`src/verilog/trace_pkg.sv`:
```
// trace unit shared definitions
`default_nettype none

package trace_pkg;

    // ring buffer geometry
    localparam int TRACE_DEPTH = 32;
    localparam int PTR_W       = 5;

    ////////////////////////////////////////
    // widths with a meaning
    ////////////////////////////////////////
    typedef logic [31:0]      pc_t;
    typedef logic [7:0]       seq_t;
    typedef logic [15:0]      cycle_t;
    typedef logic [7:0]       stall_cnt_t;
    typedef logic [PTR_W-1:0] rec_ptr_t;
    typedef logic [15:0]      rec_cnt_t;

    // record layout, msb first: latency, stall count, sequence, pc
    typedef logic [63:0]      trace_rec_t;

    // apb side
    typedef logic [3:0]       apb_addr_t;
    typedef logic [31:0]      apb_data_t;

    // register map
    localparam apb_addr_t REG_STATUS  = 4'h0;
    localparam apb_addr_t REG_DATA_LO = 4'h4;
    localparam apb_addr_t REG_DATA_HI = 4'h8;
    localparam apb_addr_t REG_CONTROL = 4'hC;

endpackage

`default_nettype wire

```
`src/verilog/trace_mem_if.sv`:
```
// trace memory requester link
`timescale 1ns/100ps
`default_nettype none

interface trace_mem_if;
    import trace_pkg::*;

    // request side, held until gnt
    logic       req;
    logic       we;
    rec_ptr_t   addr;
    trace_rec_t wdata;

    // grant side
    logic       gnt;
    // one cycle after a read grant
    logic       rvalid;
    trace_rec_t rdata;

    modport requester (
        output req, we, addr, wdata,
        input  gnt, rvalid, rdata
    );

    modport arbiter (
        input  req, we, addr, wdata,
        output gnt, rvalid, rdata
    );

endinterface

`default_nettype wire

```
`src/verilog/apb_trace_port.sv`:
```
// apb read-out port for trace records
`timescale 1ns/100ps
`default_nettype none

module apb_trace_port (
    input  wire logic                 clk,
    input  wire logic                 rst,
    input  wire logic                 psel,
    input  wire logic                 penable,
    input  wire logic                 pwrite,
    input  wire trace_pkg::apb_addr_t paddr,
    input  wire trace_pkg::apb_data_t pwdata,
    output      trace_pkg::apb_data_t prdata,
    output      logic                 pready,
    output      logic                 pslverr,
    input  wire trace_pkg::rec_cnt_t  wr_count,
    input  wire logic [7:0]           drop_count,
    output      trace_pkg::rec_cnt_t  rd_count,
    output      logic                 clear,
    trace_mem_if.requester            mem
);
    import trace_pkg::*;

    logic      setup;
    logic      access;
    logic      lo_read;
    logic      empty;
    rec_cnt_t  avail;

    // data_lo transfer progress
    logic      lo_req;
    logic      lo_done;
    logic      lo_err;

    // popped record halves
    apb_data_t lo_word;
    apb_data_t hi_word;

    assign setup   = psel && !penable;
    assign access  = psel && penable;
    assign lo_read = !pwrite && (paddr == REG_DATA_LO);
    assign avail   = wr_count - rd_count;
    assign empty   = (wr_count == rd_count);

    // data_lo waits for the record, all else is zero wait
    assign pready  = access && (!lo_read || lo_done || lo_err);
    assign pslverr = access && lo_read && lo_err;

    // write of control bit 0, one access cycle long
    assign clear = access && pwrite && (paddr == REG_CONTROL) && pwdata[0];

    ////////////////////////////////////////
    // record pop through the arbiter
    ////////////////////////////////////////
    assign mem.req   = lo_req;
    assign mem.we    = 1'b0;
    assign mem.addr  = rd_count[PTR_W-1:0];
    assign mem.wdata = '0;

    always_ff @(posedge clk) begin
        if (rst) begin
            lo_req   <= 1'b0;
            lo_done  <= 1'b0;
            lo_err   <= 1'b0;
            rd_count <= '0;
        end else begin
            // decide at setup, empty buffer gets an error
            if (setup && lo_read) begin
                lo_req <= !empty;
                lo_err <= empty;
            end else if (mem.gnt) begin
                lo_req <= 1'b0;
            end
            if (mem.rvalid) begin
                lo_done <= 1'b1;
            end else if (access && pready) begin
                lo_done <= 1'b0;
                lo_err  <= 1'b0;
            end
            if (clear) begin
                rd_count <= '0;
            end else if (mem.rvalid) begin
                rd_count <= rd_count + 1'b1;
            end
        end
    end

    // high word kept for the following data_hi read
    always_ff @(posedge clk) begin
        if (mem.rvalid) begin
            lo_word <= mem.rdata[31:0];
            hi_word <= mem.rdata[63:32];
        end
    end

    // read mux
    always_comb begin
        case (paddr)
            REG_STATUS:  prdata = {16'h0000, drop_count, avail[7:0]};
            REG_DATA_LO: prdata = lo_word;
            REG_DATA_HI: prdata = hi_word;
            default:     prdata = '0;
        endcase
    end

endmodule

`default_nettype wire

```
`src/verilog/trace_arbiter.sv`:
```
// trace memory arbiter
`timescale 1ns/100ps
`default_nettype none

module trace_arbiter (
    input  wire logic                  clk,
    input  wire logic                  rst,
    trace_mem_if.arbiter               rec_port,
    trace_mem_if.arbiter               apb_port,
    output      logic                  ram_en,
    output      logic                  ram_we,
    output      trace_pkg::rec_ptr_t   ram_addr,
    output      trace_pkg::trace_rec_t ram_wdata,
    input  wire trace_pkg::trace_rec_t ram_rdata
);

    // read owner for the returning data
    logic rd_rec;
    logic rd_apb;

    // recorder first, apb only when the recorder is idle
    assign rec_port.gnt = rec_port.req;
    assign apb_port.gnt = apb_port.req && !rec_port.req;

    ////////////////////////////////////////
    // ram port mux
    ////////////////////////////////////////
    assign ram_en    = rec_port.req || apb_port.req;
    assign ram_we    = rec_port.req ? rec_port.we    : apb_port.we;
    assign ram_addr  = rec_port.req ? rec_port.addr  : apb_port.addr;
    assign ram_wdata = rec_port.req ? rec_port.wdata : apb_port.wdata;

    always_ff @(posedge clk) begin
        if (rst) begin
            rd_rec <= 1'b0;
            rd_apb <= 1'b0;
        end else begin
            // ram data lands one cycle after the grant
            rd_rec <= rec_port.gnt && !rec_port.we;
            rd_apb <= apb_port.gnt && !apb_port.we;
        end
    end

    // data goes back only to the port that asked
    assign rec_port.rvalid = rd_rec;
    assign rec_port.rdata  = rd_rec ? ram_rdata : '0;
    assign apb_port.rvalid = rd_apb;
    assign apb_port.rdata  = rd_apb ? ram_rdata : '0;

endmodule

`default_nettype wire

```
`src/verilog/trace_ram.sv`:
```
// trace record memory
`timescale 1ns/100ps
`default_nettype none

module trace_ram (
    input  wire logic                  clk,
    input  wire logic                  ram_en,
    input  wire logic                  ram_we,
    input  wire trace_pkg::rec_ptr_t   ram_addr,
    input  wire trace_pkg::trace_rec_t ram_wdata,
    output      trace_pkg::trace_rec_t ram_rdata
);
    import trace_pkg::*;

    // one record per ring slot
    trace_rec_t mem [TRACE_DEPTH];

    // single port, write or registered read
    always_ff @(posedge clk) begin
        if (ram_en) begin
            if (ram_we) begin
                mem[ram_addr] <= ram_wdata;
            end else begin
                ram_rdata <= mem[ram_addr];
            end
        end
    end

endmodule

`default_nettype wire

```
`src/verilog/trace_recorder.sv`:
```
// pipeline trace recorder
`timescale 1ns/100ps
`default_nettype none

module trace_recorder (
    input  wire logic               clk,
    input  wire logic               rst,
    input  wire logic               fetch_valid,
    input  wire trace_pkg::pc_t     fetch_pc,
    input  wire logic               stall,
    input  wire logic               flush,
    input  wire logic               clear,
    input  wire trace_pkg::rec_cnt_t rd_count,
    output      trace_pkg::rec_cnt_t wr_count,
    output      logic [7:0]         drop_count,
    trace_mem_if.requester          mem
);
    import trace_pkg::*;

    // stage slots, index 0 fetch .. 4 write-back
    logic       st_v   [5];
    pc_t        st_pc  [5];
    seq_t       st_seq [5];
    cycle_t     st_ent [5];
    stall_cnt_t st_sc  [5];

    // free-running cycle count and next sequence number
    cycle_t     cyc;
    seq_t       seq_cnt;

    logic       entry;
    logic       full;
    rec_cnt_t   fill;
    cycle_t     latency;
    trace_rec_t rec;

    // stall counts stick at all ones
    function automatic stall_cnt_t sat_inc(input stall_cnt_t c);
        return (c == '1) ? c : stall_cnt_t'(c + 1'b1);
    endfunction

    // new instruction only when the front end moves
    assign entry = fetch_valid && !stall && !flush;

    ////////////////////////////////////////
    // stage occupancy
    ////////////////////////////////////////
    always_ff @(posedge clk) begin
        if (rst) begin
            for (int i = 0; i < 5; i++) begin
                st_v[i] <= 1'b0;
            end
            cyc     <= '0;
            seq_cnt <= '0;
        end else begin
            cyc <= cyc + 1'b1;
            // memory and write-back always advance
            st_v[4] <= st_v[3];
            st_v[3] <= st_v[2];
            // execute gets a bubble on stall or flush
            st_v[2] <= st_v[1] && !stall && !flush;
            if (flush) begin
                st_v[1] <= 1'b0;
                st_v[0] <= 1'b0;
            end else if (!stall) begin
                st_v[1] <= st_v[0];
                st_v[0] <= entry;
            end
            if (entry) begin
                seq_cnt <= seq_cnt + 1'b1;
            end
        end
    end

    // slot payload follows the valid bits
    always_ff @(posedge clk) begin
        for (int i = 4; i > 1; i--) begin
            st_pc[i]  <= st_pc[i-1];
            st_seq[i] <= st_seq[i-1];
            st_ent[i] <= st_ent[i-1];
            st_sc[i]  <= st_sc[i-1];
        end
        if (!stall) begin
            st_pc[1]  <= st_pc[0];
            st_seq[1] <= st_seq[0];
            st_ent[1] <= st_ent[0];
            st_sc[1]  <= st_sc[0];
            // cycle count seen during the first fetch cycle
            st_pc[0]  <= fetch_pc;
            st_seq[0] <= seq_cnt;
            st_ent[0] <= cyc + 1'b1;
            st_sc[0]  <= '0;
        end else begin
            // held in fetch and decode
            if (st_v[0]) begin
                st_sc[0] <= sat_inc(st_sc[0]);
            end
            if (st_v[1]) begin
                st_sc[1] <= sat_inc(st_sc[1]);
            end
        end
    end

    ////////////////////////////////////////
    // record build and ring write
    ////////////////////////////////////////
    assign fill    = wr_count - rd_count;
    assign full    = (fill == rec_cnt_t'(TRACE_DEPTH));
    // cycles spent from fetch to write-back
    assign latency = cyc - st_ent[4];
    assign rec     = {latency, st_sc[4], st_seq[4], st_pc[4]};

    // single cycle request, the arbiter grants it at once
    assign mem.req   = st_v[4] && !full;
    assign mem.we    = 1'b1;
    assign mem.addr  = wr_count[PTR_W-1:0];
    assign mem.wdata = rec;

    always_ff @(posedge clk) begin
        if (rst || clear) begin
            wr_count   <= '0;
            drop_count <= '0;
        end else begin
            if (mem.req && mem.gnt) begin
                wr_count <= wr_count + 1'b1;
            end
            // buffer full, count the loss
            if (st_v[4] && full && drop_count != 8'hff) begin
                drop_count <= drop_count + 1'b1;
            end
        end
    end

endmodule

`default_nettype wire

```
`src/verilog/trace_top.sv`:
```
// pipeline trace unit top level
`timescale 1ns/100ps
`default_nettype none

module trace_top (
    input  wire logic                 clk,
    input  wire logic                 rst,
    input  wire logic                 fetch_valid,
    input  wire trace_pkg::pc_t       fetch_pc,
    input  wire logic                 stall,
    input  wire logic                 flush,
    input  wire logic                 psel,
    input  wire logic                 penable,
    input  wire logic                 pwrite,
    input  wire trace_pkg::apb_addr_t paddr,
    input  wire trace_pkg::apb_data_t pwdata,
    output      trace_pkg::apb_data_t prdata,
    output      logic                 pready,
    output      logic                 pslverr
);
    import trace_pkg::*;

    // counts shared between the two memory users
    rec_cnt_t   wr_count;
    rec_cnt_t   rd_count;
    logic [7:0] drop_count;
    logic       clear;

    // ram side of the arbiter
    logic       ram_en;
    logic       ram_we;
    rec_ptr_t   ram_addr;
    trace_rec_t ram_wdata;
    trace_rec_t ram_rdata;

    trace_mem_if rec_mem ();
    trace_mem_if apb_mem ();

    ////////////////////////////////////////
    // blocks
    ////////////////////////////////////////
    trace_recorder recorder_i (
        .clk(clk), .rst(rst),
        .fetch_valid(fetch_valid), .fetch_pc(fetch_pc),
        .stall(stall), .flush(flush), .clear(clear),
        .rd_count(rd_count), .wr_count(wr_count),
        .drop_count(drop_count), .mem(rec_mem.requester)
    );

    trace_arbiter arbiter_i (
        .clk(clk), .rst(rst),
        .rec_port(rec_mem.arbiter), .apb_port(apb_mem.arbiter),
        .ram_en(ram_en), .ram_we(ram_we), .ram_addr(ram_addr),
        .ram_wdata(ram_wdata), .ram_rdata(ram_rdata)
    );

    trace_ram ram_i (
        .clk(clk), .ram_en(ram_en), .ram_we(ram_we),
        .ram_addr(ram_addr), .ram_wdata(ram_wdata), .ram_rdata(ram_rdata)
    );

    apb_trace_port apb_i (
        .clk(clk), .rst(rst),
        .psel(psel), .penable(penable), .pwrite(pwrite),
        .paddr(paddr), .pwdata(pwdata),
        .prdata(prdata), .pready(pready), .pslverr(pslverr),
        .wr_count(wr_count), .drop_count(drop_count),
        .rd_count(rd_count), .clear(clear), .mem(apb_mem.requester)
    );

endmodule

`default_nettype wire
```
`config.mk`:
```
export PLATFORM = sky130hd
export DESIGN_NAME = trace_top
export DESIGN_NICKNAME = d
export VERILOG_FILES = /design/src/verilog/trace_pkg.sv /design/src/verilog/trace_mem_if.sv /design/src/verilog/apb_trace_port.sv /design/src/verilog/trace_arbiter.sv /design/src/verilog/trace_ram.sv /design/src/verilog/trace_recorder.sv /design/src/verilog/trace_top.sv
export SDC_FILE = /design/constraint.sdc
export NUM_CORES = 2
export LEC_CHECK = 0
export ABC_AREA = 1
export BUFFER_PORTS_ARGS = -buffer_cell sky130_fd_sc_hd__buf_2
export CORE_MARGIN = 3
export CORE_UTILIZATION = 40
export DETAILED_ROUTE_END_ITERATION = 12
export PLACE_DENSITY = 0.53
export SYNTH_ARGS = -nofsm -noshare
export SYNTH_HDL_FRONTEND = slang
export SYNTH_HIERARCHICAL = 1
export SYNTH_SLANG_ARGS = --single-unit
```
`constraint.sdc`:
```
create_clock -name clk -period 8.9 [get_ports clk]
set_input_delay 2.225 -clock clk [delete_from_list [all_inputs] [get_ports clk]]
set_output_delay 2.225 -clock clk [all_outputs]
set_load 0.05 [all_outputs]
```
Word level (Yosys, flattened, before mapping)
Memories as Yosys holds them, arrays and structs flattened. A register that Yosys moved wholly into a read port is not among the register bits.
Index checks and enable logic that the tools add are counted.

word-level totals
  memories kept = 6
  logic and storage cells = 121
  RAM bits = 2373
  register bits = 132
  output and inout bits = 34

memories
  name               depth  width  read ports  clocked after memory_dff  wr ports  line                  text
  ram_i.mem          32     64     1           1                         1         trace_ram.sv:16       trace_rec_t mem [TRACE_DEPTH];
  recorder_i.st_pc   5      32     5           0                         5         trace_recorder.sv:22  pc_t st_pc [5];
  recorder_i.st_ent  5      16     5           0                         5         trace_recorder.sv:24  cycle_t st_ent [5];
  recorder_i.st_sc   5      8      5           0                         5         trace_recorder.sv:25  stall_cnt_t st_sc [5];
  recorder_i.st_seq  5      8      5           0                         5         trace_recorder.sv:23  seq_t st_seq [5];
  recorder_i.st_v    5      1      5           0                         5         trace_recorder.sv:21  logic st_v [5];

cells by class
  reduce and logical (&&, ||, !) cells = 36
  mux-type cells = 41
  add/subtract/negate cells = 9
  bitwise logic cells = 10
  eq/ne operators = 8

operators by type and width
  cell                                                  count
  case mux 32 bit (3 select lines)                      1
  two-way mux 64 bit                                    1
  adder 16 x 1 -> 16 bit, second input constant         3
  two-way mux 1 bit                                     34
  adder 8 x 1 -> 8 bit, second input constant           4
  two-way mux 8 bit                                     4
  subtractor 16 bit                                     2
  logical AND 1 bit                                     19
  equality test 16 bit                                  1
  equality test 16 x 6 -> 1 bit, second input constant  1
  equality test 8 bit, second input constant            2
  bitwise OR 1 bit                                      9
  equality test 4 bit, second input constant            2
  zero test 1 bit                                       8
  inequality test 8 bit, second input constant          1
  two-way mux 5 bit                                     1
  equality test 4 x 3 -> 1 bit, second input constant   1
  zero test 4 bit                                       1
  logical OR 1 bit                                      4
  nonzero test 2 bit                                    2
  AND reduction 2 bit                                   1
  OR reduction 2 bit                                    1
  inverter 1 bit                                        1

Logic depth before layout (Yosys ltp)
  word-level depth = 9
  mapped depth = 33
  depth with buffers taken out = 28

Modules after synthesis
The synthesis kept the hierarchy.

modules (own cells, without submodules)
  module          times used  seq. area each (um^2)  cells each  area an instance (um^2)
  trace_ram       1           63420.8                8137        86365.3
  trace_recorder  1           8798.4                 1216        12972.4
  apb_trace_port  1           2302.2                 470         4494.3
  trace_arbiter   1           40.0                   509         2084.5

Worst setup path after synthesis
OpenSTA, ideal clock, no wires.

  path type = reg2reg
  start point = reg apb_i.rd_count[2]
  end point = mem ram_i/mem[0][0] (netlist name) (enable)
  data arrival time = 6.051 ns
  stages on the path, launching flop included = 26
  slack = 2.363 ns
  path buffers = 7
  setup time = 0.486 ns
  cells stage by stage = dfxtp_1 -> buf_4 -> inv_1 -> ha_1 -> or2_4 -> nand3_2 -> nand2_2 -> nand2_1 -> nand2_1 -> nand2_2 -> nand3_1 -> nor2_1 -> inv_1 -> nor2_4 -> nor2_1 -> buf_6 -> clkbuf_8 -> nand2_1 -> nand2_1 -> buf_4 -> inv_2 -> buf_4 -> buf_6 -> buf_4 -> nand3_1 -> nor2_1

between the ends
  elaborated cells on any way between the ends = 10
  classes of those cells = add/sub: 1; eq/ne: 1; mux: 5; reduce/logical: 3

RTL lines
  element                        line                   text
  from (decl)                    apb_trace_port.sv:18   output trace_pkg::rec_cnt_t rd_count,
  from (signal assigned)         apb_trace_port.sv:83   rd_count <= rd_count + 1'b1;
  subtractor 16 bit              -
  equality test 16 x 6 -> 1 bit  trace_recorder.sv:108  assign full = (fill == rec_cnt_t'(TRACE_DEPTH));
  zero test 1 bit                trace_recorder.sv:114  assign mem.req = st_v[4] && !full;
  logical AND 1 bit              trace_recorder.sv:114
  via rec_mem.req                trace_mem_if.sv:9      logic req;
  two-way mux 5 bit              trace_arbiter.sv:30    assign ram_addr = rec_port.req ? rec_port.addr : apb_port.addr;
  via ram_addr[0]                trace_top.sv:32        rec_ptr_t ram_addr;
  to (decl)                      trace_ram.sv:16

The timed path passes the listed nets, and every way through them passes these cells.

Worst setup path after layout
  start point = in paddr[0]
  end point = out prdata[5]

between the ends
  word-level cells in the longest chain between the ends = 2
  elaborated cells on any way between the ends = 4
  classes of those cells = eq/ne: 2; mux: 1; reduce/logical: 1

ends and longest elaborated chain
  element                                      line                  text
  from (decl)                                  trace_top.sv:15       input wire trace_pkg::apb_addr_t paddr,
  equality test 4 bit (tied with other cells)  apb_trace_port.sv:98  case (paddr)
  case mux 32 bit (3 select lines) *           apb_trace_port.sv:98
  to (decl)                                    trace_top.sv:17       output trace_pkg::apb_data_t prdata,

Every way passes the cells marked *; elsewhere a longest branch is shown, timed or not.

==> metrics.md <==
| Metric | Value |
|---|---|
| Outcome | finished, final reports clean |
| Tightest slew margin relative to the limit | 12.9% |
| Tmin final | 6.70 ns |
| Most common cell after layout, fill and taps aside | nand2_1 |
| Ports placed on the boundary | 110 |
| CTS clock-pin slew for the worst setup and hold paths | 0.06 ns |
| Max FO, Critical Path | 16 |
| Detailed-routing iteration count for the pre-antenna-repair pass | 6 |
| Final Hold Violating Endpoints | 0 |
| Port-buffer cells | 78 |
| Power per Cell Area | 220 nW/um^2 |
| Area grow syn2layout | 12.4% |
| Commonest cells after routing, fill and taps aside | nand2_1, edfxtp_1, clkbuf_16 |
| Synthesized netlist cell count | 10200 |
| Required time of the critical path | 6.68 ns |
| Total Routing Usage GR | 21.5% |
| Static Leakage | 49.1 nW |
| Max Cap Violations | 0 |
| Grt total ovfl | 0 |
| Slew at the pin closest to its max-slew limit | 1.30 ns |
| Largest clock skew in the final design | 0.0714 ns |
| Share of post-route cells with drive strength above 1 | 7.07% |
| Sum of routed wire length over all layers | 296 mm |
| First-pass GRT wire length | 431 mm |
| Via count of the first global-routing pass | 63800 |
| Combined area of all synthesized cells | 105000 um^2 |
| Period Utilization, post-route | 75.2% |
| Die area | 270000 um^2 |
| CTS resizes | 0 |
| Count of antenna-violating nets left after detailed routing | 0 |
| Highest achievable clock rate | 0.149 GHz |
| Final TNS setup | 0 ns |
| Finished Core Util | 45.4% |
| Endpoint arrival time on the critical path | 4.47 ns |
| Crit path capture type | output port |
| Avg Cell Area, Syn | 10.3 um^2 |
| Initial DRC count | 6252 |
| Clock tree from TritonCTS | done |
| Clock buffers created by TritonCTS | 298 |
| Final routed DRC violation total | 0 |
| # H-tree levels | 5 |
| Post-CTS setup buffers | 0 |
| Hold WC Path Type | flip-flop to flip-flop |
| Initial cell density of the core | 40.4% |
| Average via count per standard cell | 4.89 |
| Half-perimeter wire length after placement | 153 mm |
| Maximum buffer depth of the clock tree | 4 |
| Routability congestion estimate from global placement | 0.800 |
| Mean routed wirelength per cell | 21.2 um |
| Worst voltage drop across the vdd grid | 0.228 mV |
| Number of buffers inserted by hold repair at cts | 0 |
| Cell Rows | 187 |
| Core footprint | 261000 um^2 |
| Count of nets after finishing | 10400 |
| Die height | 519 um |
| Initial antenna violation count | 8 |
| Clock network latency to the later pin of the worst-skew pair | 0.94 ns |
| Die width | 519 um |
| Clock sink total | 2569 |
| Maximum number of pins on one net before global-route repair | 194 |
| Final max-slew violation count | 0 |
| Count of synthesis-stage warnings from yosys | 6 |
| Final setup viols | 0 |
| Total number of vias | 68400 |
| Startpoint type of the worst setup path | input pin |
| CP Class | input pin to output port |
| Clock root buffer | clkbuf_16 |
| RSZ-0062 raised after global routing | no |
## worst max-delay path, cell delays in order
cell and delay, ns:
buf_2 0.10, inv_1 0.04, nand2_1 0.10, nor3_4 0.68, nand3_1 0.57, nand2_1 0.41, buf_2 0.32
## power breakdown
group | switching [W] | internal, W | total, W | leakage (nW)
combinational | 0.000854 | 0.000213 | 0.00107 | 21.3
sequential | 0.0000535 | 0.0134 | 0.0135 | 23.3
clock | 0.00469 | 0.00677 | 0.0115 | 4.47
## registers in the layout, summed over array words and instances, names as in the netlist, 32 cells and up
register and flops:
apb_i/lo_word 32, recorder_i/st_sc 40, apb_i/hi_word 32, recorder_i/st_ent 80, recorder_i/st_pc 160, ram_i/mem 2048
recorder_i/st_seq 40, ram_i/ram_rdata 64
## path summary, 6_finish.rpt
kind | start | endpoint | slack [ns] | depth (start not counted)
max | paddr[0] | prdata[5] | 2.20 | 7
min | recorder_i/st_ent[0][44] | recorder_i/st_ent[0][60] | 0.31 | 0
max reg2reg | apb_i/rd_count[8] | ram_i/ram_rdata[3] | 2.51 | 27
min reg2reg | recorder_i/st_ent[0][44] | recorder_i/st_ent[0][60] | 0.31 | 0
## routing by layer
layer | vias up | global-route usage (%) | wire, um
met5 | - | 0 | 0
met4 | 0 | 5.78 | 7460
met3 | 437 | 3.19 | 18500
met2 | 1981 | 34.9 | 139000
met1 | 33100 | 30.2 | 131000
li1 | 32900 | - | -
## layout make-up
class,count,area [um^2]
clock buffers,380,8090
repair buffers,216,1740
diodes,4,10.0
well taps,3496,4370
fillers,24000,142000
inverters,318,1220
flip-flops and latches,2569,74500
multi-input cells,6851,27400
clock inverters,134,990
## stage by stage
stage | area (um^2) | power, W | cells | setup slack, ns | hold WS [ns]
finish | 118000 | 0.0260 | 14000 | 2.20 | 0.314
CTS | 118000 | 0.0263 | 14000 | 2.16 | 0.312
global placement | 109000 | 0.0148 | 13500 | 2.15 | 0.310
global route | 118000 | 0.0269 | 14000 | 2.04 | 0.314
floorplan | 106000 | 0.0144 | 10300 | 2.37 | 0.310
detailed placement | 109000 | 0.0148 | 13500 | 2.16 | 0.312
Power figures use the tool's default switching activity.
